$ cat config.mk
export PLATFORM = sky130hd
export DESIGN_NAME = reorder_buffer
export DESIGN_NICKNAME = d
export VERILOG_FILES = /design/src/core_pkg.sv /design/src/reorder_buffer.sv
export VERILOG_INCLUDE_DIRS = /design/src /design/src/include
export SDC_FILE = /design/constraint.sdc
export NUM_CORES = 1
export LEC_CHECK = 0
export BUFFER_PORTS_ARGS = -buffer_cell sky130_fd_sc_hd__buf_2
export CAP_MARGIN = 40
export CORE_MARGIN = 5
export CORE_UTILIZATION = 42
export DETAILED_ROUTE_END_ITERATION = 10
export HOLD_SLACK_MARGIN = 0.1
export PLACE_DENSITY = 0.68
export SYNTH_ARGS = -nofsm -noshare
export SYNTH_HDL_FRONTEND = slang
export SYNTH_SLANG_ARGS = --single-unit
$ cat constraint.sdc
create_clock -name clock -period 4.86 [get_ports clock]
set_input_delay 0.972 -clock clock [delete_from_list [all_inputs] [get_ports clock]]
set_output_delay 0.972 -clock clock [all_outputs]
set_load 0.05 [all_outputs]
$ cat src/include/core_defines.svh
`ifndef CORE_DEFINES_SVH
`define CORE_DEFINES_SVH

// Datapath widths
`define DATA_WIDTH      32
`define INSTR_WIDTH     32
// Counts instructions, not bytes
`define PC_WIDTH        16

// Register file
`define REG_COUNT       8
`define REG_ADDR_WIDTH  3

// Reorder buffer, entry count a power of two
`define ROB_ENTRIES     4
`define ROB_ID_WIDTH    2

// Cycles from MUL issue to MUL result
`define MUL_LATENCY     3

// Instruction fields
// Register fields take 3 bits each, MSBs at 27, 23 and 19
`define OPCODE_MSB      31
`define OPCODE_LSB      28
`define RD_LSB          25
`define RS1_LSB         21
`define RS2_LSB         17
// Low bits, sign-extended in decode
`define IMM_WIDTH       16

`endif
$ cat src/core_pkg.sv
`include "core_defines.svh"

package core_pkg;

    // Top four bits of every instruction
    typedef enum logic [3:0] {
        OP_NOP  = 4'h0,
        OP_ADD  = 4'h1,
        OP_SUB  = 4'h2,
        OP_AND  = 4'h3,
        OP_OR   = 4'h4,
        OP_XOR  = 4'h5,
        OP_ADDI = 4'h6,
        OP_MUL  = 4'h7,
        OP_BEQ  = 4'h8
    } opcode_t;

    // Decode to ALU
    typedef struct packed {
        opcode_t                        op;
        logic [`DATA_WIDTH-1:0]         src1;
        logic [`DATA_WIDTH-1:0]         src2;
        // Already sign-extended
        logic [`DATA_WIDTH-1:0]         imm;
        logic [`REG_ADDR_WIDTH-1:0]     dest;
        logic [`PC_WIDTH-1:0]           pc;
        logic [`ROB_ID_WIDTH-1:0]       rob_id;
    } alu_op_t;

    // Decode to MUL
    // pc rides along for the commit port
    typedef struct packed {
        logic [`DATA_WIDTH-1:0]         src1;
        logic [`DATA_WIDTH-1:0]         src2;
        logic [`REG_ADDR_WIDTH-1:0]     dest;
        logic [`PC_WIDTH-1:0]           pc;
        logic [`ROB_ID_WIDTH-1:0]       rob_id;
    } mul_op_t;

    // Finished result, ALU or MUL into the reorder buffer
    typedef struct packed {
        logic [`ROB_ID_WIDTH-1:0]       rob_id;
        logic [`REG_ADDR_WIDTH-1:0]     dest;
        logic [`DATA_WIDTH-1:0]         data;
        logic [`PC_WIDTH-1:0]           pc;
    } completion_t;

endpackage

$ cat src/reorder_buffer.sv
`include "core_defines.svh"

module reorder_buffer
    import core_pkg::*;
(
    input   logic                           clock,
    input   logic                           arst_n,

    // Slot allocation from decode, at the tail
    input   logic                           rob_alloc,

    // Completions, out of order
    input   logic                           alu_done,
    input   completion_t                    alu_result,
    input   logic                           mul_done,
    input   completion_t                    mul_result,

    // State to decode
    output  logic                           rob_full,
    output  logic   [`ROB_ID_WIDTH-1:0]     rob_tail,

    // In-order commit
    output  logic                           commit_valid,
    output  logic   [`REG_ADDR_WIDTH-1:0]   commit_dest,
    output  logic   [`DATA_WIDTH-1:0]       commit_data,
    output  logic   [`PC_WIDTH-1:0]         commit_pc,
    output  logic   [`ROB_ID_WIDTH-1:0]     commit_tag
);

completion_t                slot_q  [`ROB_ENTRIES];
logic [`ROB_ENTRIES-1:0]    busy_q;
logic [`ROB_ENTRIES-1:0]    done_q;
// Pointers wrap naturally
logic [`ROB_ID_WIDTH-1:0]   head_q;
logic [`ROB_ID_WIDTH-1:0]   tail_q;
logic [`ROB_ID_WIDTH:0]     count_q;
logic                       retire;

// Oldest slot finished
assign retire   = busy_q[head_q] && done_q[head_q];
assign rob_full = (count_q == (`ROB_ID_WIDTH+1)'(`ROB_ENTRIES));
assign rob_tail = tail_q;

//////////////////////////////////////////////////
// Slot state and pointers

always_ff @(posedge clock or negedge arst_n) begin
    if (!arst_n) begin
        busy_q       <= '0;
        done_q       <= '0;
        head_q       <= '0;
        tail_q       <= '0;
        count_q      <= '0;
        commit_valid <= 1'b0;
    end else begin
        commit_valid <= retire;
        if (rob_alloc) begin
            busy_q[tail_q] <= 1'b1;
            done_q[tail_q] <= 1'b0;
            tail_q         <= tail_q + `ROB_ID_WIDTH'(1);
        end
        // Both units may finish in one cycle
        if (alu_done) begin
            done_q[alu_result.rob_id] <= 1'b1;
        end
        if (mul_done) begin
            done_q[mul_result.rob_id] <= 1'b1;
        end
        if (retire) begin
            busy_q[head_q] <= 1'b0;
            done_q[head_q] <= 1'b0;
            head_q         <= head_q + `ROB_ID_WIDTH'(1);
        end
        count_q <= count_q + (`ROB_ID_WIDTH+1)'(rob_alloc) - (`ROB_ID_WIDTH+1)'(retire);
    end
end

// Results and commit port
always_ff @(posedge clock) begin
    if (alu_done) begin
        slot_q[alu_result.rob_id] <= alu_result;
    end
    if (mul_done) begin
        slot_q[mul_result.rob_id] <= mul_result;
    end
    if (retire) begin
        commit_dest <= slot_q[head_q].dest;
        commit_data <= slot_q[head_q].data;
        commit_pc   <= slot_q[head_q].pc;
        commit_tag  <= slot_q[head_q].rob_id;
    end
end

// Completions land only in live, unfinished slots
assert property (@(posedge clock) disable iff (!arst_n)
    alu_done |-> (busy_q[alu_result.rob_id] && !done_q[alu_result.rob_id]));
assert property (@(posedge clock) disable iff (!arst_n)
    mul_done |-> (busy_q[mul_result.rob_id] && !done_q[mul_result.rob_id]));

endmodule

==> metrics <==
status=completed; Die Height=183 um; fmax=0.357 GHz; Final Cycle Share=57.6%; synth cell count leaders=265 x edfxtp_1, 204 x mux2_2, 54 x mux4_2; # resized after CTS=0; post-synthesis adder-cell area fraction=1.15%; WHS=0.351 ns; simple-gate share of the synthesized area=1.45%; syn nets=772; Worst Path Max Fanout=17; Worst Path Required=5.29 ns; drt drc=0; Mean Syn Cell Area=19.4 um2; proportion of synthesized area in mux cells=28.0%; total gr overflow=0; Async S/R FF share, synth=5.69%; # Max-Cap Violations=0; Synth Area in XOR/XNOR=0.278%; Leak=0.00538 uW; fin. max-slew vios=0; first-pass GRT wire length=41800 um; CP Capture Type=register; clk_lat worst skew=0.54 ns; CTS root buf=clkbuf_16; CP peak stage delay=0.67 ns; Clock Sinks=281; initial core utilization=42.5%; Yosys top cell by area=edfxtp_1; Least-Margin Pin Slew=0.865 ns; main combinational cell family by area after synthesis=multiplexers; Total GRT Usage=16.2%; area grow syn2layout=19.2%; Total Wirelength=27600 um; worst vdd ir=0.442 mV; number of CTS-inserted buffers=31; largest net degree at the start of global routing=54; CP Class=register to register; clock skew=0.00825 ns; most numerous cell in the Yosys netlist=edfxtp_1; Filler Cells Inserted=2468; Initial DRC Count=476; Die Footprint=33500 um2; die width=183 um; Compound-Gate Fraction of Synth Area=0.884%; hpwl dp=16700 um; worst-path cell chain=inv_2, mux4_4, ha_1, inv_1, ha_1, fa_1, xor2_1, xnor2_1; Synth cell types=30; via count=6617; RSZ-0062 raised after global routing=no; min-delay worst type=input pin to async pin; Slowest-stage cell, CP=mux4_4; sequential cell area=8360 um2; clock tree from TritonCTS=built; Area contributors post-synth=edfxtp_1 63%, mux2_2 18%, mux4_2 9.7%, dfrtp_1 3.2%, ha_1 0.99%; setup_tns=0 ns; final instance area=15000 um2; GPL Wtd Cong=0.706; # rows=63; fin nets=951; number of I/O pins=168; Post-Syn Area=12600 um2; Startpoint Class=register; PortBufs=167; vias in the first global route=6904; Setup-failing EPs final=0; vias per cell=5.33; Multi-input gate area=4040 um2; area post-placement=14000 um2; synth warn=0; hold buffers post-CTS=0; 1st-pass router iterations=4; cells after synthesis=650; post-route ant nets=0; wire per inst=22.2 um; core area=29600 um2; initial antenna violation count=5; slew margin rel.=42.4%; Yosys top cell area share=63.2%; CTS max path bufs=3; register area share after synthesis=66.4%; Primary FF master, synth=edfxtp_1; most frequent CP cell=ha_1; Clock Pin Slew Worst Setup and Hold Paths=0.06 ns; Hold Vio Cnt, Final=0; post-CTS setup buffers=0; share of layout cells above drive strength 1=58.0%; Post-synth EDFFs=265; Synth Register Bits=281; Pwr per Cell Area=575 nW/um2; htree depth=1; minimum clock period after layout=2.80 ns; Worst EP arrival=3.23 ns
-- sequential cells by signal (all words and copies together), names as in the netlist --
signal        flops
slot_q          212
commit_data      32
commit_pc        16
busy_q            4
done_q            4
commit_dest       3
count_q           3
commit_tag        2
head_q            2
rob_tail          2
commit_valid      1
-- cell families (layout without fill, tap and decap cells) --
kind of cell | Yosys count | in the layout
flip-flops | 281 | 281
multiplexers | 259 | 259
buffers and inverters | 46 | 246
AND/OR/NAND/NOR | 31 | 31
AO/OA/AOI/OAI | 18 | 18
adder cells (fa/ha/maj) | 11 | 11
XOR/XNOR | 4 | 4
other | 0 | 1
-- cell usage in the layout, fill, tap and decap left out, types with 3 or more instances in the layout --
| cell | instances |
|---|---|
| ha_1 | 10 |
| buf_16 | 5 |
| clkbuf_16 | 31 |
| buf_2 | 167 |
| edfxtp_1 | 265 |
| mux2_2 | 204 |
| and2_1 | 6 |
| mux4_2 | 53 |
| nand2b_1 | 4 |
| clkinv_2 | 6 |
| buf_12 | 4 |
| nand3b_1 | 4 |
| bufinv_16 | 3 |
| clkinv_1 | 5 |
| dfrtp_1 | 14 |
| clkbuf_1 | 6 |
| inv_1 | 8 |
| nand2_1 | 6 |
| a21oi_1 | 9 |
| buf_4 | 7 |
-- cell type report --
class / count / area share (%)
sequential: 281 / 55.7
inverter: 9 / 0.225
antenna: 1 / 0.0167
timing repair buffer: 183 / 7.37
tap: 390 / 3.25
multi-input combinational: 323 / 26.9
clock inverter: 15 / 0.984
clock buffer: 39 / 5.50
-- per-stage QoR --
step	worst slack, ns	power [uW]	utilization [%]	std cells
after floorplan	0.967	5640	-	650
after global placement	1.92	6350	46.7	1178
after detailed placement	1.92	6480	47.3	1186
after CTS	2.02	8750	50.6	1240
after global routing	1.90	9020	50.6	1241
final	2.06	8640	50.6	1241
-- path summary, 6_finish.rpt --
check	from	slack [ns]	end	cells after the start
max	head_q[0]	2.06	count_q[2]	8
min	arst_n	0.35	rob_tail[0]	1
max reg2reg	head_q[0]	2.06	count_q[2]	8
min reg2reg	count_q[2]	0.47	count_q[2]	1
max in group asynchronous	arst_n	4.18	head_q[0]	1
min in group clock	count_q[2]	0.47	count_q[2]	1
-- worst max-delay path: cells and delay by family (launching register included) --
kind / cells / cell delay (ns)
DFF: 1 / 0.63
buffers and inverters: 2 / 0.22
xor gates and xnor gates: 2 / 0.28
adders and majority gates: 3 / 0.89
muxes: 1 / 0.67
-- layer usage --
metal | wire [um] | up-vias | GRT usage, %
met1 | 12000 | 3384 | 22.6
met3 | 1710 | 31 | 3.51
li1 | - | 3002 | -
met2 | 13400 | 192 | 26.8
met4 | 399 | 8 | 2.80
met5 | 45 | - | 0
-- report_power, final --
part / internal, uW / switching [uW] / leakage (uW)
sequential: 3350 / 212 / 0.00267
clock: 1350 / 914 / 0.000481
combinational: 977 / 1840 / 0.00223
No activity file was read; power rests on OpenSTA's default activity.
