### src/include/core_defines.svh
`ifndef CORE_DEFINES_SVH
`define CORE_DEFINES_SVH

// Datapath widths
`define DATA_WIDTH      32
`define INSTR_WIDTH     32
// Counts instructions, not bytes
`define PC_WIDTH        16

// Register file
`define REG_COUNT       8
`define REG_ADDR_WIDTH  3

// Reorder buffer, entry count a power of two
`define ROB_ENTRIES     4
`define ROB_ID_WIDTH    2

// Cycles from MUL issue to MUL result
`define MUL_LATENCY     3

// Instruction fields
// Register fields take 3 bits each, MSBs at 27, 23 and 19
`define OPCODE_MSB      31
`define OPCODE_LSB      28
`define RD_LSB          25
`define RS1_LSB         21
`define RS2_LSB         17
// Low bits, sign-extended in decode
`define IMM_WIDTH       16

`endif
### src/core_pkg.sv
`include "core_defines.svh"

package core_pkg;

    // Top four bits of every instruction
    typedef enum logic [3:0] {
        OP_NOP  = 4'h0,
        OP_ADD  = 4'h1,
        OP_SUB  = 4'h2,
        OP_AND  = 4'h3,
        OP_OR   = 4'h4,
        OP_XOR  = 4'h5,
        OP_ADDI = 4'h6,
        OP_MUL  = 4'h7,
        OP_BEQ  = 4'h8
    } opcode_t;

    // Decode to ALU
    typedef struct packed {
        opcode_t                        op;
        logic [`DATA_WIDTH-1:0]         src1;
        logic [`DATA_WIDTH-1:0]         src2;
        // Already sign-extended
        logic [`DATA_WIDTH-1:0]         imm;
        logic [`REG_ADDR_WIDTH-1:0]     dest;
        logic [`PC_WIDTH-1:0]           pc;
        logic [`ROB_ID_WIDTH-1:0]       rob_id;
    } alu_op_t;

    // Decode to MUL
    // pc rides along for the commit port
    typedef struct packed {
        logic [`DATA_WIDTH-1:0]         src1;
        logic [`DATA_WIDTH-1:0]         src2;
        logic [`REG_ADDR_WIDTH-1:0]     dest;
        logic [`PC_WIDTH-1:0]           pc;
        logic [`ROB_ID_WIDTH-1:0]       rob_id;
    } mul_op_t;

    // Finished result, ALU or MUL into the reorder buffer
    typedef struct packed {
        logic [`ROB_ID_WIDTH-1:0]       rob_id;
        logic [`REG_ADDR_WIDTH-1:0]     dest;
        logic [`DATA_WIDTH-1:0]         data;
        logic [`PC_WIDTH-1:0]           pc;
    } completion_t;

endpackage

### src/decode_stage.sv
`include "core_defines.svh"

module decode_stage
    import core_pkg::*;
(
    input   logic                           clock,
    input   logic                           arst_n,

    // From fetch
    input   logic                           fetch_valid,
    input   logic   [`INSTR_WIDTH-1:0]      fetch_instr,
    input   logic   [`PC_WIDTH-1:0]         fetch_pc,

    // Flush from the ALU
    input   logic                           take_branch,

    // Reorder buffer state
    input   logic                           rob_full,
    input   logic   [`ROB_ID_WIDTH-1:0]     rob_tail,

    // Commit port, writes the register file
    input   logic                           commit_valid,
    input   logic   [`REG_ADDR_WIDTH-1:0]   commit_dest,
    input   logic   [`DATA_WIDTH-1:0]       commit_data,
    input   logic   [`ROB_ID_WIDTH-1:0]     commit_tag,

    // Stall level back to fetch
    output  logic                           decode_stall,

    // Issue
    output  logic                           alu_issue,
    output  alu_op_t                        alu_req,
    output  logic                           mul_issue,
    output  mul_op_t                        mul_req,
    output  logic                           rob_alloc
);

// Architectural registers
logic [`DATA_WIDTH-1:0]     regs_q      [`REG_COUNT];
// Scoreboard, pending bit and owning ROB slot per register
logic [`REG_COUNT-1:0]      pending_q;
logic [`ROB_ID_WIDTH-1:0]   owner_q     [`REG_COUNT];

opcode_t                    op;
logic [`REG_ADDR_WIDTH-1:0] rd;
logic [`REG_ADDR_WIDTH-1:0] rs1;
logic [`REG_ADDR_WIDTH-1:0] rs2;
logic [`DATA_WIDTH-1:0]     imm;
logic                       uses_rs1;
logic                       uses_rs2;
logic                       writes_rd;
logic                       is_mul;
logic                       src_busy;
logic                       can_issue;

//////////////////////////////////////////////////
// Field extraction

assign op  = opcode_t'(fetch_instr[`OPCODE_MSB:`OPCODE_LSB]);
assign rd  = fetch_instr[`RD_LSB +: `REG_ADDR_WIDTH];
assign rs1 = fetch_instr[`RS1_LSB +: `REG_ADDR_WIDTH];
assign rs2 = fetch_instr[`RS2_LSB +: `REG_ADDR_WIDTH];
assign imm = {{(`DATA_WIDTH-`IMM_WIDTH){fetch_instr[`IMM_WIDTH-1]}},
              fetch_instr[`IMM_WIDTH-1:0]};

// Operand usage per opcode
// Unknown codes behave as NOP
assign uses_rs2  = op inside {OP_ADD, OP_SUB, OP_AND, OP_OR, OP_XOR, OP_MUL, OP_BEQ};
assign uses_rs1  = uses_rs2 || (op == OP_ADDI);
assign writes_rd = uses_rs1 && (op != OP_BEQ);
assign is_mul    = (op == OP_MUL);

//////////////////////////////////////////////////
// Issue control

// Wait until every source has committed
assign src_busy  = (uses_rs1 && pending_q[rs1]) || (uses_rs2 && pending_q[rs2]);
assign can_issue = !src_busy && !rob_full && !take_branch;

assign decode_stall = fetch_valid && !can_issue;
assign alu_issue    = fetch_valid && can_issue && !is_mul;
assign mul_issue    = fetch_valid && can_issue && is_mul;
// BEQ and NOP take no slot
assign rob_alloc    = (alu_issue || mul_issue) && writes_rd;

// Requests built straight from the register file
always_comb begin
    alu_req.op     = op;
    alu_req.src1   = regs_q[rs1];
    alu_req.src2   = regs_q[rs2];
    alu_req.imm    = imm;
    alu_req.dest   = rd;
    alu_req.pc     = fetch_pc;
    alu_req.rob_id = rob_tail;

    mul_req.src1   = regs_q[rs1];
    mul_req.src2   = regs_q[rs2];
    mul_req.dest   = rd;
    mul_req.pc     = fetch_pc;
    mul_req.rob_id = rob_tail;
end

//////////////////////////////////////////////////
// Register file and scoreboard update

always_ff @(posedge clock or negedge arst_n) begin
    if (!arst_n) begin
        for (int i = 0; i < `REG_COUNT; i++) begin
            regs_q[i]  <= '0;
            owner_q[i] <= '0;
        end
        pending_q <= '0;
    end else begin
        if (commit_valid) begin
            regs_q[commit_dest] <= commit_data;
            // Release only by the youngest writer
            if (owner_q[commit_dest] == commit_tag) begin
                pending_q[commit_dest] <= 1'b0;
            end
        end
        // New writer wins over a same-cycle release
        if (rob_alloc) begin
            pending_q[rd] <= 1'b1;
            owner_q[rd]   <= rob_tail;
        end
    end
end

// One execution unit per instruction
assert property (@(posedge clock) disable iff (!arst_n) !(alu_issue && mul_issue));

endmodule

### config.mk
export PLATFORM = sky130hd
export DESIGN_NAME = decode_stage
export DESIGN_NICKNAME = d
export VERILOG_FILES = /design/src/core_pkg.sv /design/src/decode_stage.sv
export VERILOG_INCLUDE_DIRS = /design/src /design/src/include
export SDC_FILE = /design/constraint.sdc
export NUM_CORES = 1
export LEC_CHECK = 0
export ABC_AREA = 0
export BUFFER_PORTS_ARGS = -buffer_cell sky130_fd_sc_hd__clkbuf_2
export CAP_MARGIN = 20
export CELL_PAD_IN_SITES_DETAIL_PLACEMENT = 1
export CELL_PAD_IN_SITES_GLOBAL_PLACEMENT = 1
export CORE_ASPECT_RATIO = 0.7
export CORE_MARGIN = 8
export CORE_UTILIZATION = 30
export CTS_CLUSTER_SIZE = 24
export DETAILED_ROUTE_END_ITERATION = 7
export GPL_ROUTABILITY_DRIVEN = 0
export PLACE_DENSITY_LB_ADDON = 0.1
export SLEW_MARGIN = 20
export SYNTH_ARGS = -nofsm -noshare
export SYNTH_HDL_FRONTEND = slang
export SYNTH_SLANG_ARGS = --single-unit
export TNS_END_PERCENT = 5
### constraint.sdc
create_clock -name clock -period 2.88 [get_ports clock]
set_input_delay 0.576 -clock clock [delete_from_list [all_inputs] [get_ports clock]]
set_output_delay 0.576 -clock clock [all_outputs]
set_load 0.02 [all_outputs]
==> run_results.csv <==
group,metric,value,unit
status,status,"completed",
worst_setup_path,crit_path_frequent_cell,"buf_4",
layout,final_common_cell,"dfrtp_1",
power_and_ir_drop,power_density,757,nW/um^2
clock_tree,cts_hold_buf,0,
die,die_height,208,um
logic_synthesis,synth-xor-area-share,0.333,%
worst_setup_path,r2r-end,"owner_q[7]",
layout,final_area,18200,sq um
die,fp.dieW,290,um
grt,grt.total_usage,14.7,%
logic_synthesis,avgSynthCellArea,15.1,sq um
clock_tree,clkLatencyLatePin,0.51,ns
layout,drive_gt1_share,45.2,%
clock_tree,cts_tree,"built",
detailed_routing,drtAntennaViolNets,0,
power_and_ir_drop,seqPwrFrac,39.0,%
grt,grt_pass1_wl,68400,um
place,placed_cell_area,17000,sq um
logic_synthesis,synth_nets,1138,
worst_setup_path,worstSetupStartpoint,"pending_q[6]",
logic_synthesis,synth_simple_gate_area_share,1.97,%
place,dp_hpwl,28100,um
clock_tree,cts.sinks,280,
grt,grt-ovfl-total,0,
logic_synthesis,synth-adder-area-share,0,%
worst_setup_path,crit_cells,7,
power_and_ir_drop,leakage,7.76,nW
worst_setup_path,crit_chain,"mux2i_1 > mux4_2 > o21bai_1 > buf_4 > nand3_1 > nor2_1 > buf_4",
sta,rsz0062_at_grt,"no",
logic_synthesis,syn_inst,1045,
layout,synthToLayoutAreaGrowth,15.5,%
grt,grt_max_degree,60,
sta,max_freq,0.364,GHz
worst_setup_path,rrSetupSlack,0.95,ns
die,rows,70,
sta,fin_crit,2.74,ns
worst_setup_path,r2r_start,"pending_q[6]",
grt,antenna_found_initial,0,
worst_setup_path,cp_top_family,"multiplexers",
worst_setup_path,crit_buf_inv,2,
power_and_ir_drop,p_int,0.00951,W
clock_tree,cts_max_level,2,
sta,setup_viol,0,
power_and_ir_drop,ir_drop,0.000258,V
worst_setup_path,setup.worst_path.class,"flop to output port",
detailed_routing,post_drt_wl_per_cell,24.0,um
logic_synthesis,ys_ff_latch,280,
worst_setup_path,reg2reg_depth,6,
clock_tree,clk_path_buf_depth,3,
power_and_ir_drop,pwr-share-comb,27.7,%
detailed_routing,avgViaCountPerCell,5.02,
sta,skew,0.00392,ns
layout,n_fill_cell,5318,
worst_setup_path,worst_path_max_delay_cell,"mux4_2",
power_and_ir_drop,switching_power,0.00430,W
sta,slew_viol_final,0,
detailed_routing,drt_iter0_drc,320,
layout,seqCellArea,7010,sq um
detailed_routing,drc,0,
power_and_ir_drop,sw_frac_of_total,31.2,%
layout,layout_common_cells,"280 x dfrtp_1, 272 x mux2_1, 197 x clkbuf_2",
power_and_ir_drop,clkPwrFrac,33.3,%
worst_setup_path,cp_max_fo,10,
logic_synthesis,synth_cell_types,33,
logic_synthesis,synthMuxAreaShare,43.9,%
grt,grt_pass1_vias,10100,
clock_tree,numCtsBuffers,35,
worst_setup_path,crit_arrival,2.17,ns
sta,min_period_over_period,95.3,%
die,dieArea,60300,sq um
place,portBuffers,203,
die,start_util,30.3,%
layout,nets,1215,
detailed_routing,routed_wl,44000,um
clock_tree,ctsRootBufferMaster,"clkbuf_16",
logic_synthesis,netlist_area,15800,sq um
logic_synthesis,synth_top_family_by_area,"multiplexers",
die,ios,303,
worst_setup_path,cp-end-kind,"output port",
job,drv_cap,0,
die,core_area,52100,sq um
detailed_routing,drt-pass1-iter-count,4,
worst_hold_path,hold_path_class,"input port to asynchronous set/reset pin",
worst_setup_path,crit_path_start_kind,"flop",
logic_synthesis,synth_seq_area_share,44.4,%
sta,hold_viol,0,
layout,multi_input_area,7410,sq um
sta,tns,0,ns
sta,relSlewSlack,47.8,%
detailed_routing,vias,9196,
worst_setup_path,required,2.30,ns
logic_synthesis,synth_warnings,0,
worst_setup_path,slowest_delay,0.48,ns
clock_tree,path_clk_slew,0.06,ns
logic_synthesis,synth_compound_area_share,0.602,%
sta,tightest_slew,0.783,ns
-- cell type report --
| cell class | count | area share [%] |
|---|---|---|
| Clock buffer | 50 | 5.78 |
| Timing Repair Buffer | 253 | 9.62 |
| Tap cell | 684 | 4.69 |
| Clock inverter | 12 | 0.809 |
| Inverter | 2 | 0.0412 |
| Antenna cell | 1 | 0.0137 |
| Multi-Input combinational cell | 550 | 40.6 |
| Sequential cell | 280 | 38.4 |
-- sequential cells by signal (all words and copies together) (netlist names) --
name and count:
pending_q 8, owner_q 16, regs_q 256
-- power groups by stage --
stage | clock [W] | sequential (W) | combinational (W)
after CTS | 0.00479 | 0.00538 | 0.00393
final | 0.00460 | 0.00538 | 0.00383
after detailed placement | 0 | 0.00544 | 0.00392
after global routing | 0.00495 | 0.00551 | 0.00414
after floorplan | 0 | 0.00522 | 0.00319
after global placement | 0 | 0.00540 | 0.00386
-- repair_timing --
action | 4_1_cts | 5_1_grt
resized for setup | 0 | 3
setup buffers | 0 | 0
setup endpoints to repair | 0 | 3
-- worst max-delay path by stage --
stage / end / slack [ns]
floorplan: mul_req[22] / 0.01
detailed placement: rob_alloc / 0.13
global placement: rob_alloc / 0.14
finish: rob_alloc / 0.14
global route: rob_alloc / 0.02
CTS: rob_alloc / 0.07
-- Yosys cell counts (all sizes together) --
cell type	count	area, sq um
nand2b	8	50.1
mux4	134	3020
inv	2	7.51
and2	1	6.26
nor2b	1	6.26
nand3	13	65.1
or3b	1	8.76
a22o	8	70.1
nor4	2	12.5
nand2	4	15.0
nor2	5	18.8
nand3b	4	30.0
mux2	336	3780
mux2i	10	125
xor2	3	52.6
nand4	1	6.26
clkbuf	26	97.6
or2	3	18.8
a21oi	2	10.0
o21a	1	7.51
dfrtp	280	7010
buf	187	1290
nand4b	2	17.5
nor3	10	55.1
o21bai	1	7.51
-- layer usage --
metal  GRT usage [%]  routed length (um)
met1            20.7               21100
met2            23.4               20600
met3            2.77                1500
met4            3.17                 782
met5               0                   0
-- cells by family (layout without fill, tap and decap cells) --
group	after synthesis	after routing
mux	480	480
flops	280	280
buf+inv	215	317
simple gates	55	55
compound gates	12	12
xor+xnor	3	3
other cells	0	1
-- worst reg2reg max path, stage by stage, from the launching register on --
cell and delay [ns]:
dfrtp_1 0.39, mux2i_1 0.10, mux4_2 0.49, o21a_1 0.21, buf_6 0.14, nand3_1 0.14, mux2_1 0.35
-- metrics by stage --
step	hold WS, ns	setup slack (ns)	utilization (%)	power, W	instances
6_report	0.0101	0.136	35.0	0.0138	1832
5_1_grt	0.0432	0.0187	35.0	0.0146	1831
4_1_cts	0.0193	0.0679	35.0	0.0141	1831
3_5_place_dp	0.481	0.131	32.7	0.00936	1769
3_3_place_gp	0.472	0.135	32.7	0.00926	1769
2_1_floorplan	0.280	0.0125	-	0.00840	1045
Power figures use the tool's default switching activity.
