### config.mk
export PLATFORM = sky130hd
export DESIGN_NAME = mul_stage
export DESIGN_NICKNAME = d
export VERILOG_FILES = /design/src/core_pkg.sv /design/src/mul_stage.sv
export VERILOG_INCLUDE_DIRS = /design/src /design/src/include
export SDC_FILE = /design/constraint.sdc
export NUM_CORES = 1
export LEC_CHECK = 0
export ABC_AREA = 1
export BUFFER_PORTS_ARGS = -buffer_cell sky130_fd_sc_hd__buf_2
export CORE_AREA = 2 2 267 269
export CTS_BUF_LIST = sky130_fd_sc_hd__clkbuf_16
export DETAILED_ROUTE_END_ITERATION = 8
export DIE_AREA = 0 0 269 271
export SYNTH_ARGS = -nofsm -noshare
export SYNTH_HDL_FRONTEND = slang
export SYNTH_SLANG_ARGS = --single-unit
### constraint.sdc
create_clock -name clock -period 2 [get_ports clock]
set_input_delay 0.1 -clock clock [delete_from_list [all_inputs] [get_ports clock]]
set_output_delay 0.1 -clock clock [all_outputs]
set_load 0.1 [all_outputs]
### src/include/core_defines.svh
`ifndef CORE_DEFINES_SVH
`define CORE_DEFINES_SVH

// Datapath widths
`define DATA_WIDTH      32
`define INSTR_WIDTH     32
// Counts instructions, not bytes
`define PC_WIDTH        16

// Register file
`define REG_COUNT       8
`define REG_ADDR_WIDTH  3

// Reorder buffer, entry count a power of two
`define ROB_ENTRIES     4
`define ROB_ID_WIDTH    2

// Cycles from MUL issue to MUL result
`define MUL_LATENCY     3

// Instruction fields
// Register fields take 3 bits each, MSBs at 27, 23 and 19
`define OPCODE_MSB      31
`define OPCODE_LSB      28
`define RD_LSB          25
`define RS1_LSB         21
`define RS2_LSB         17
// Low bits, sign-extended in decode
`define IMM_WIDTH       16

`endif
### src/core_pkg.sv
`include "core_defines.svh"

package core_pkg;

    // Top four bits of every instruction
    typedef enum logic [3:0] {
        OP_NOP  = 4'h0,
        OP_ADD  = 4'h1,
        OP_SUB  = 4'h2,
        OP_AND  = 4'h3,
        OP_OR   = 4'h4,
        OP_XOR  = 4'h5,
        OP_ADDI = 4'h6,
        OP_MUL  = 4'h7,
        OP_BEQ  = 4'h8
    } opcode_t;

    // Decode to ALU
    typedef struct packed {
        opcode_t                        op;
        logic [`DATA_WIDTH-1:0]         src1;
        logic [`DATA_WIDTH-1:0]         src2;
        // Already sign-extended
        logic [`DATA_WIDTH-1:0]         imm;
        logic [`REG_ADDR_WIDTH-1:0]     dest;
        logic [`PC_WIDTH-1:0]           pc;
        logic [`ROB_ID_WIDTH-1:0]       rob_id;
    } alu_op_t;

    // Decode to MUL
    // pc rides along for the commit port
    typedef struct packed {
        logic [`DATA_WIDTH-1:0]         src1;
        logic [`DATA_WIDTH-1:0]         src2;
        logic [`REG_ADDR_WIDTH-1:0]     dest;
        logic [`PC_WIDTH-1:0]           pc;
        logic [`ROB_ID_WIDTH-1:0]       rob_id;
    } mul_op_t;

    // Finished result, ALU or MUL into the reorder buffer
    typedef struct packed {
        logic [`ROB_ID_WIDTH-1:0]       rob_id;
        logic [`REG_ADDR_WIDTH-1:0]     dest;
        logic [`DATA_WIDTH-1:0]         data;
        logic [`PC_WIDTH-1:0]           pc;
    } completion_t;

endpackage

### src/mul_stage.sv
`include "core_defines.svh"

module mul_stage
    import core_pkg::*;
(
    input   logic           clock,
    input   logic           arst_n,

    // At most one request from decode per cycle
    input   logic           mul_issue,
    input   mul_op_t        mul_req,

    // Result to the reorder buffer
    output  logic           mul_done,
    output  completion_t    mul_result
);

localparam int HALF = `DATA_WIDTH / 2;

// Valid bit per stage
logic [`MUL_LATENCY-1:0]    valid_q;
// First stage holds partial products and tags
logic [`DATA_WIDTH-1:0]     part_lo_q;
logic [`DATA_WIDTH-1:0]     part_hi_q;
logic [`REG_ADDR_WIDTH-1:0] dest_q;
logic [`ROB_ID_WIDTH-1:0]   rob_id_q;
logic [`PC_WIDTH-1:0]       pc_q;
// Later stages carry the finished product
completion_t                pipe_q [1:`MUL_LATENCY-1];

always_ff @(posedge clock or negedge arst_n) begin
    if (!arst_n) begin
        valid_q <= '0;
    end else begin
        valid_q <= {valid_q[`MUL_LATENCY-2:0], mul_issue};
    end
end

//////////////////////////////////////////////////
// Datapath

always_ff @(posedge clock) begin
    // Multiplier split in two halves
    part_lo_q <= mul_req.src1 * mul_req.src2[HALF-1:0];
    part_hi_q <= mul_req.src1 * mul_req.src2[`DATA_WIDTH-1:HALF];
    dest_q    <= mul_req.dest;
    rob_id_q  <= mul_req.rob_id;
    pc_q      <= mul_req.pc;

    // Sum of halves keeps the low word only
    pipe_q[1].rob_id <= rob_id_q;
    pipe_q[1].dest   <= dest_q;
    pipe_q[1].data   <= part_lo_q + (part_hi_q << HALF);
    pipe_q[1].pc     <= pc_q;

    // Delay stages up to the fixed latency
    for (int i = 2; i < `MUL_LATENCY; i++) begin
        pipe_q[i] <= pipe_q[i-1];
    end
end

assign mul_done   = valid_q[`MUL_LATENCY-1];
assign mul_result = pipe_q[`MUL_LATENCY-1];

// Result arrives after the fixed latency with the issued tag and product
assert property (@(posedge clock) disable iff (!arst_n)
    mul_issue |-> ##(`MUL_LATENCY) (mul_done
        && (mul_result.rob_id == $past(mul_req.rob_id, `MUL_LATENCY))
        && (mul_result.data == $past(mul_req.src1 * mul_req.src2, `MUL_LATENCY))));

endmodule

==> impl_metrics.tcl, run 1 <==
set metrics [dict create \
    grtUsageTotal_pct 16.1 \
    final.setup.tns_ns -82.25 \
    dp.cells 3840 \
    max_cap_viol_count 0 \
    clock_sinks 178 \
    register_area_um2 3580 \
    synth_top_area_share_pct 37.0 \
    rrSetupSlack_ns 0.20 \
    synth.distinct_cells 47 \
    fin_ws_ns -2.70 \
    crit_required_ns 2.38 \
    violations "setup timing" \
    worst_setup_path_start_kind "input pin" \
    startpoint "mul_req[61]" \
    htreeDepth 4 \
    grt_pass1_wl_um 91700 \
    die_w_um 269 \
    critPathArrivalTime_ns 5.09 \
    start_util_pct 29.8 \
    crit_end "part_lo_q[29]" \
    ys_ff_latch 178 \
    antenna_left 0 \
    grt_start_max_net_pins 20 \
    tightest_slew_ns 0.529 \
    clock_path_buffers 2 \
    synthArstFlopShare_pct 1.69 \
    outcome "finished, violations left" \
    critical_path.max_stage_delay_ns 0.59 \
    diodes 0 \
    clk_transition_reported_paths_ns 0.08 \
    skew_ns 0.0100 \
    cpMostUsedCell "fa_1" \
    avgRoutedWirePerCell_um 14.7 \
    first_global_vias 17500 \
    route.met2.wl_um 29100 \
    end_kind "flip-flop" \
    syn_area_per_cell_um2 8.10 \
    clk_latency_ns 0.44 \
    nNetsFinal 3632 \
    syn_inst 2570 \
    cp_slowest_cell "fa_1" \
    synth_area_um2 20800 \
    synth_fp_nets 3172 \
    core_um2 69800 \
    ioPinCount 142 \
    routed_wl_um 58400 \
    overflow 0 \
    slew_violations 0 \
    vias 17000 \
    numPortBuffers 141 \
    route.detailed.drc 0 \
    synthFlopType "dfxtp_1" \
    worstSetupPathType "in2reg" \
    crit_fanout 5 \
    reg2regPathDepth 7 \
    ys_warn_count 0 \
    r2r_end "pipe_q[1][43]" \
    fin_crit_ns 4.70 \
    met1_length_um 25300 \
    place_congestion 0.862 \
    rsz0062_at_grt "yes" \
    first_iter_violations 704 \
    multi_input_area_um2 15800 \
    synth.area.top_cells "fa_1 37%, dfxtp_1 17%, inv_1 14%" \
    slew_headroom_pct 65.0 \
    area_growth_pct 40.4 \
    final-setup-viol-count 40 \
    hold_ws_ns 0.142 \
    post-route-util_pct 41.9 \
    via_per_inst 4.26 \
    min_path_cells 4 \
    grt_antenna_before_repair 0 \
    die_height_um 271 \
    row_count 97 \
    synthTopCellsByCount "750 x inv_1, 712 x nand2_1, 385 x fa_1, 175 x dfxtp_1, 129 x ha_1" \
    hold_class "in2reg" \
    crit_path_cell_trace "buf_12 -> buf_12 -> buf_6 -> nand2_2 -> inv_2 -> fa_1 -> fa_1 -> fa_2 -> fa_2 -> fa_1 -> inv_1 -> fa_1 -> inv_2 -> ha_4 -> nand2_8 -> nor3_4 -> nand4_1 -> nand3_2 -> a21o_4 -> nand2_2 -> nand2_1 -> nand2_1 -> nand2_1" \
    dr_wl_met3_um 2100 \
    top_layer_used "met4" \
    max_freq_mhz 213 \
    dr.pass1.iters 5 \
    fill_cells 6823 \
    dieArea_um2 72900 \
    seq_area_frac_synth_pct 17.2 \
    fin_crit_sh_pct 235 \
    numCtsBuffers 17 \
    place_hpwl_um 47600 \
    yosysMostFrequentCell "inv_1" \
    instances_no_fill 3983 \
    finalHoldViolCount 0 \
    drive_above_1_share_pct 30.9 \
    rr_startpoint "part_lo_q[22]" \
    cts_tree "done" \
    synth_edf_count 0 \
    cts_root_buf "clkbuf_16" \
    synth_top_cell_by_area "fa_1" \
]
[area by class of cell]
type / count / share of cell area, %
Clock buffer: 17 / 1.46
Clock inverter: 15 / 0.749
Inverter: 751 / 9.71
Multi-Input combinational cell: 1540 / 54.0
Sequential cell: 178 / 12.2
Tap cell: 940 / 4.02
Timing Repair Buffer: 542 / 17.8
[timing repair]
| item | 4_1_cts | 5_1_grt |
|---|---|---|
| pin swaps | 158 | 127 |
| gates resized for setup | 382 | 217 |
| hold buffers | 24 | 0 |
| setup buffers | 46 | 45 |
| cloned | 1 | 5 |
| endpoints found under the hold margin | 25 | 0 |
| endpoints found under the setup margin | 40 | 40 |
[worst max-delay path, delay by kind of cell]
kind	cells	cell delay, ns
adders and majority gates	7	3.42
and+or+nand+nor	9	0.90
buffers and inverters	6	0.51
AOI/OAI and AO/OA	1	0.13
[through the flow]
step / area, µm² / worst slack (ns)
2_1_floorplan: 22100 / -2.81
3_3_place_gp: 25400 / -3.52
3_5_place_dp: 25400 / -3.57
4_1_cts: 28100 / -2.64
5_1_grt: 29200 / -2.84
6_report: 29200 / -2.70
[flip-flops by register name, indices dropped and copies added, names as in the netlist]
| register | count |
|---|---|
| part_hi_q | 16 |
| dest_q | 3 |
| rob_id_q | 2 |
| pc_q | 16 |
| valid_q | 3 |
| part_lo_q | 32 |
| pipe_q | 106 |
[cell usage in the layout (no fill, tap or decap), types with 6 or more instances in the layout]
master / n
a21o_1: 6
a21oi_1: 32
a21oi_2: 16
a21oi_4: 11
buf_12: 45
buf_2: 99
buf_4: 247
buf_6: 83
buf_8: 34
clkbuf_16: 22
clkinv_8: 6
dfxtp_1: 175
dlygate4sd3_1: 24
fa_1: 348
fa_2: 37
ha_1: 70
ha_4: 56
inv_1: 643
inv_2: 101
nand2_1: 627
nand2_2: 60
nand2_4: 31
nand3_1: 55
nand3_2: 10
nand4_1: 7
nor2_1: 18
nor2_4: 11
o21ai_0: 12
o21ai_1: 7
xnor2_1: 14
xor2_1: 43
xor2_2: 6
[logic make-up after synthesis]
kind of cell               synth area share [%]
buffers and inverters                      15.7
and+or+nand+nor                            16.2
adders and majority gates                  44.8
DFF                                        17.2
AOI/OAI and AO/OA                          3.31
xor gates and xnor gates                   2.81
[routing by layer]
layer / global-route usage (%) / up-vias
met5: 0 / -
met4: 4.62 / 0
met3: 1.66 / 108
met2: 28.5 / 407
met1: 20.7 / 8269
li1: - / 8197
[worst min path at each step]
stage,from,end,slack (ns)
floorplan,arst_n,valid_q[0],-0.20
global placement,arst_n,valid_q[0],-0.10
detailed placement,arst_n,valid_q[0],-0.10
CTS,mul_req[53],part_hi_q[0],0.12
global route,mul_req[53],part_hi_q[0],0.14
finish,mul_req[53],part_hi_q[0],0.14
Power of run 1 is left out: the tool's default activity adds up to more than one toggle a clock period on the data nets, which glitch-free logic cannot reach.
==> run 2, diff against run 1 <==
--- a/config.mk
+++ b/config.mk
@@ -9,7 +9,8 @@
 export ABC_AREA = 1
 export BUFFER_PORTS_ARGS = -buffer_cell sky130_fd_sc_hd__buf_2
 export CORE_AREA = 2 2 267 269
-export CTS_BUF_LIST = sky130_fd_sc_hd__clkbuf_16
+export CTS_BUF_LIST = sky130_fd_sc_hd__clkbuf_4 sky130_fd_sc_hd__clkbuf_8 sky130_fd_sc_hd__clkbuf_16
+export CTS_CLUSTER_DIAMETER = 150
 export DETAILED_ROUTE_END_ITERATION = 8
 export DIE_AREA = 0 0 269 271
 export SYNTH_ARGS = -nofsm -noshare
==> impl_metrics.tcl, run 2 (synthesis gave the netlist of run 1 again) <==
set metrics [dict create \
    min_from "mul_req[53]" \
    regMostFlops "pipe_q" \
    place_congestion 0.862 \
    vias 17000 \
    violations "setup timing" \
    hold_class "in2reg" \
    reg_top3 "pipe_q (106), part_lo_q (32)" \
    clk_transition_reported_paths_ns 0.08 \
    grt_antenna_before_repair 0 \
    cpMostUsedCell "fa_1" \
    htreeDepth 4 \
    die_w_um 269 \
    tightest_slew_ns 0.529 \
    worstSetupPathType "in2reg" \
    dieArea_um2 72900 \
    layout_commonest_cell "inv_1" \
    whs_endpoint "part_hi_q[0]" \
    overflow 0 \
    rr_startpoint "part_lo_q[22]" \
    clock_sinks 178 \
    slew_headroom_pct 65.0 \
    final.setup.tns_ns -82.22 \
    outcome "finished, violations left" \
    crit_path_cell_trace "buf_12 -> buf_12 -> buf_6 -> nand2_2 -> inv_2 -> fa_1 -> fa_1 -> fa_2 -> fa_2 -> fa_1 -> inv_1 -> fa_1 -> inv_2 -> ha_4 -> nand2_8 -> nor3_4 -> nand4_1 -> nand3_2 -> a21o_4 -> nand2_2 -> nand2_1 -> nand2_1 -> nand2_1" \
    start_util_pct 29.8 \
    critPathArrivalTime_ns 5.08 \
    cp_slowest_cell "fa_1" \
    clk_latency_ns 0.44 \
    final-setup-viol-count 40 \
    fill_cells 6823 \
    grt_pass1_wl_um 91700 \
    avgRoutedWirePerCell_um 14.7 \
    crit_required_ns 2.38 \
    row_count 97 \
    r2r_end "pipe_q[1][43]" \
    skew_ns 0.0101 \
    clock_path_buffers 2 \
    grtUsageTotal_pct 16.1 \
    via_per_inst 4.26 \
    numCtsBuffers 17 \
    hold_ws_ns 0.141 \
    core_um2 69800 \
    rsz0062_at_grt "yes" \
    max_freq_mhz 213 \
    critical_path.max_stage_delay_ns 0.59 \
    dr.pass1.iters 5 \
    area_growth_pct 40.4 \
    first_global_vias 17500 \
    diodes 0 \
    nNetsFinal 3632 \
    reg2regPathDepth 7 \
    multi_input_area_um2 15800 \
    numPortBuffers 141 \
    fin_ws_ns -2.70 \
    die_height_um 271 \
    place_hpwl_um 47600 \
    crit_fanout 5 \
    cts_tree "done" \
    mostFrequentLayoutCells "643 x inv_1, 627 x nand2_1, 348 x fa_1" \
    ioPinCount 142 \
    drive_above_1_share_pct 30.9 \
    worst_setup_path_start_kind "input pin" \
    antenna_left 0 \
    routed_wl_um 58400 \
    grt_start_max_net_pins 20 \
    max_cap_viol_count 0 \
    slew_violations 0 \
    first_iter_violations 702 \
    fin_crit_sh_pct 235 \
    end_kind "flip-flop" \
    cts_root_buf "clkbuf_16" \
    finalHoldViolCount 0 \
    register_area_um2 3580 \
    route.detailed.drc 0 \
    largest_reg_flops 106 \
    rrSetupSlack_ns 0.20 \
    min_path_cells 4 \
    fin_crit_ns 4.70 \
]
-- run 2: cell types whose count changed in the layout (fill, tap and decap cells not counted) --
| cell | previous run | this run |
|---|---|---|
| clkbuf_8 | 0 | 1 |
| clkinv_1 | 2 | 1 |
-- run 2: how the worst max path moves through the flow --
stage,start,to,slack [ns],depth (start not counted)
after floorplan,mul_req[59],part_lo_q[29],-2.81,26
after global placement,mul_req[22],part_lo_q[25],-3.52,20
after detailed placement,mul_req[22],part_lo_q[25],-3.57,20
after CTS,mul_req[61],part_lo_q[29],-2.64,23
after global routing,mul_req[22],part_lo_q[29],-2.84,23
final,mul_req[61],part_lo_q[29],-2.70,23
-- run 2: metrics by stage --
| stage | worst slack [ns] | util [%] | cells | instance area (µm²) |
|---|---|---|---|---|
| 2_1_floorplan | -2.81 | - | 2570 | 22100 |
| 3_3_place_gp | -3.52 | 36.4 | 3840 | 25400 |
| 3_5_place_dp | -3.57 | 36.4 | 3840 | 25400 |
| 4_1_cts | -2.64 | 40.2 | 3941 | 28100 |
| 5_1_grt | -2.84 | 41.9 | 3983 | 29200 |
| 6_report | -2.70 | 41.9 | 3983 | 29200 |
-- run 2: cell type report --
| type | instances | share of cell area (%) |
|---|---|---|
| multi-input combinational | 1540 | 54.0 |
| timing repair buffer | 542 | 17.8 |
| sequential | 178 | 12.2 |
| inverter | 751 | 9.70 |
| tap | 940 | 4.02 |
| clock buffer | 18 | 1.50 |
| clock inverter | 14 | 0.736 |
-- run 2: critical path, delay by kind of cell --
| family | cells | cell delay, ns |
|---|---|---|
| AO/OA/AOI/OAI | 1 | 0.13 |
| adder cells (fa/ha/maj) | 7 | 3.42 |
| buffers and inverters | 6 | 0.51 |
| AND/OR/NAND/NOR | 9 | 0.90 |
-- run 2: routing by layer --
layer  part of all wire (%)  vias to the layer above  GRT usage, %
li1                       -                     8199             -
met1                     43                     8263          20.7
met2                     50                      401          28.5
met3                    3.8                      108          1.66
met4                    3.4                        0          4.62
met5                      0                        -             0
-- run 2: timing repair --
| action | CTS | global route |
|---|---|---|
| pin swaps | 158 | 127 |
| endpoints found under the setup margin | 40 | 40 |
| buffers inserted | 46 | 45 |
| resized for setup | 382 | 217 |
| endpoints found under the hold margin | 25 | 0 |
| hold buffers | 24 | 0 |
| cloned | 1 | 5 |
Power of run 2 is left out for the same reason.
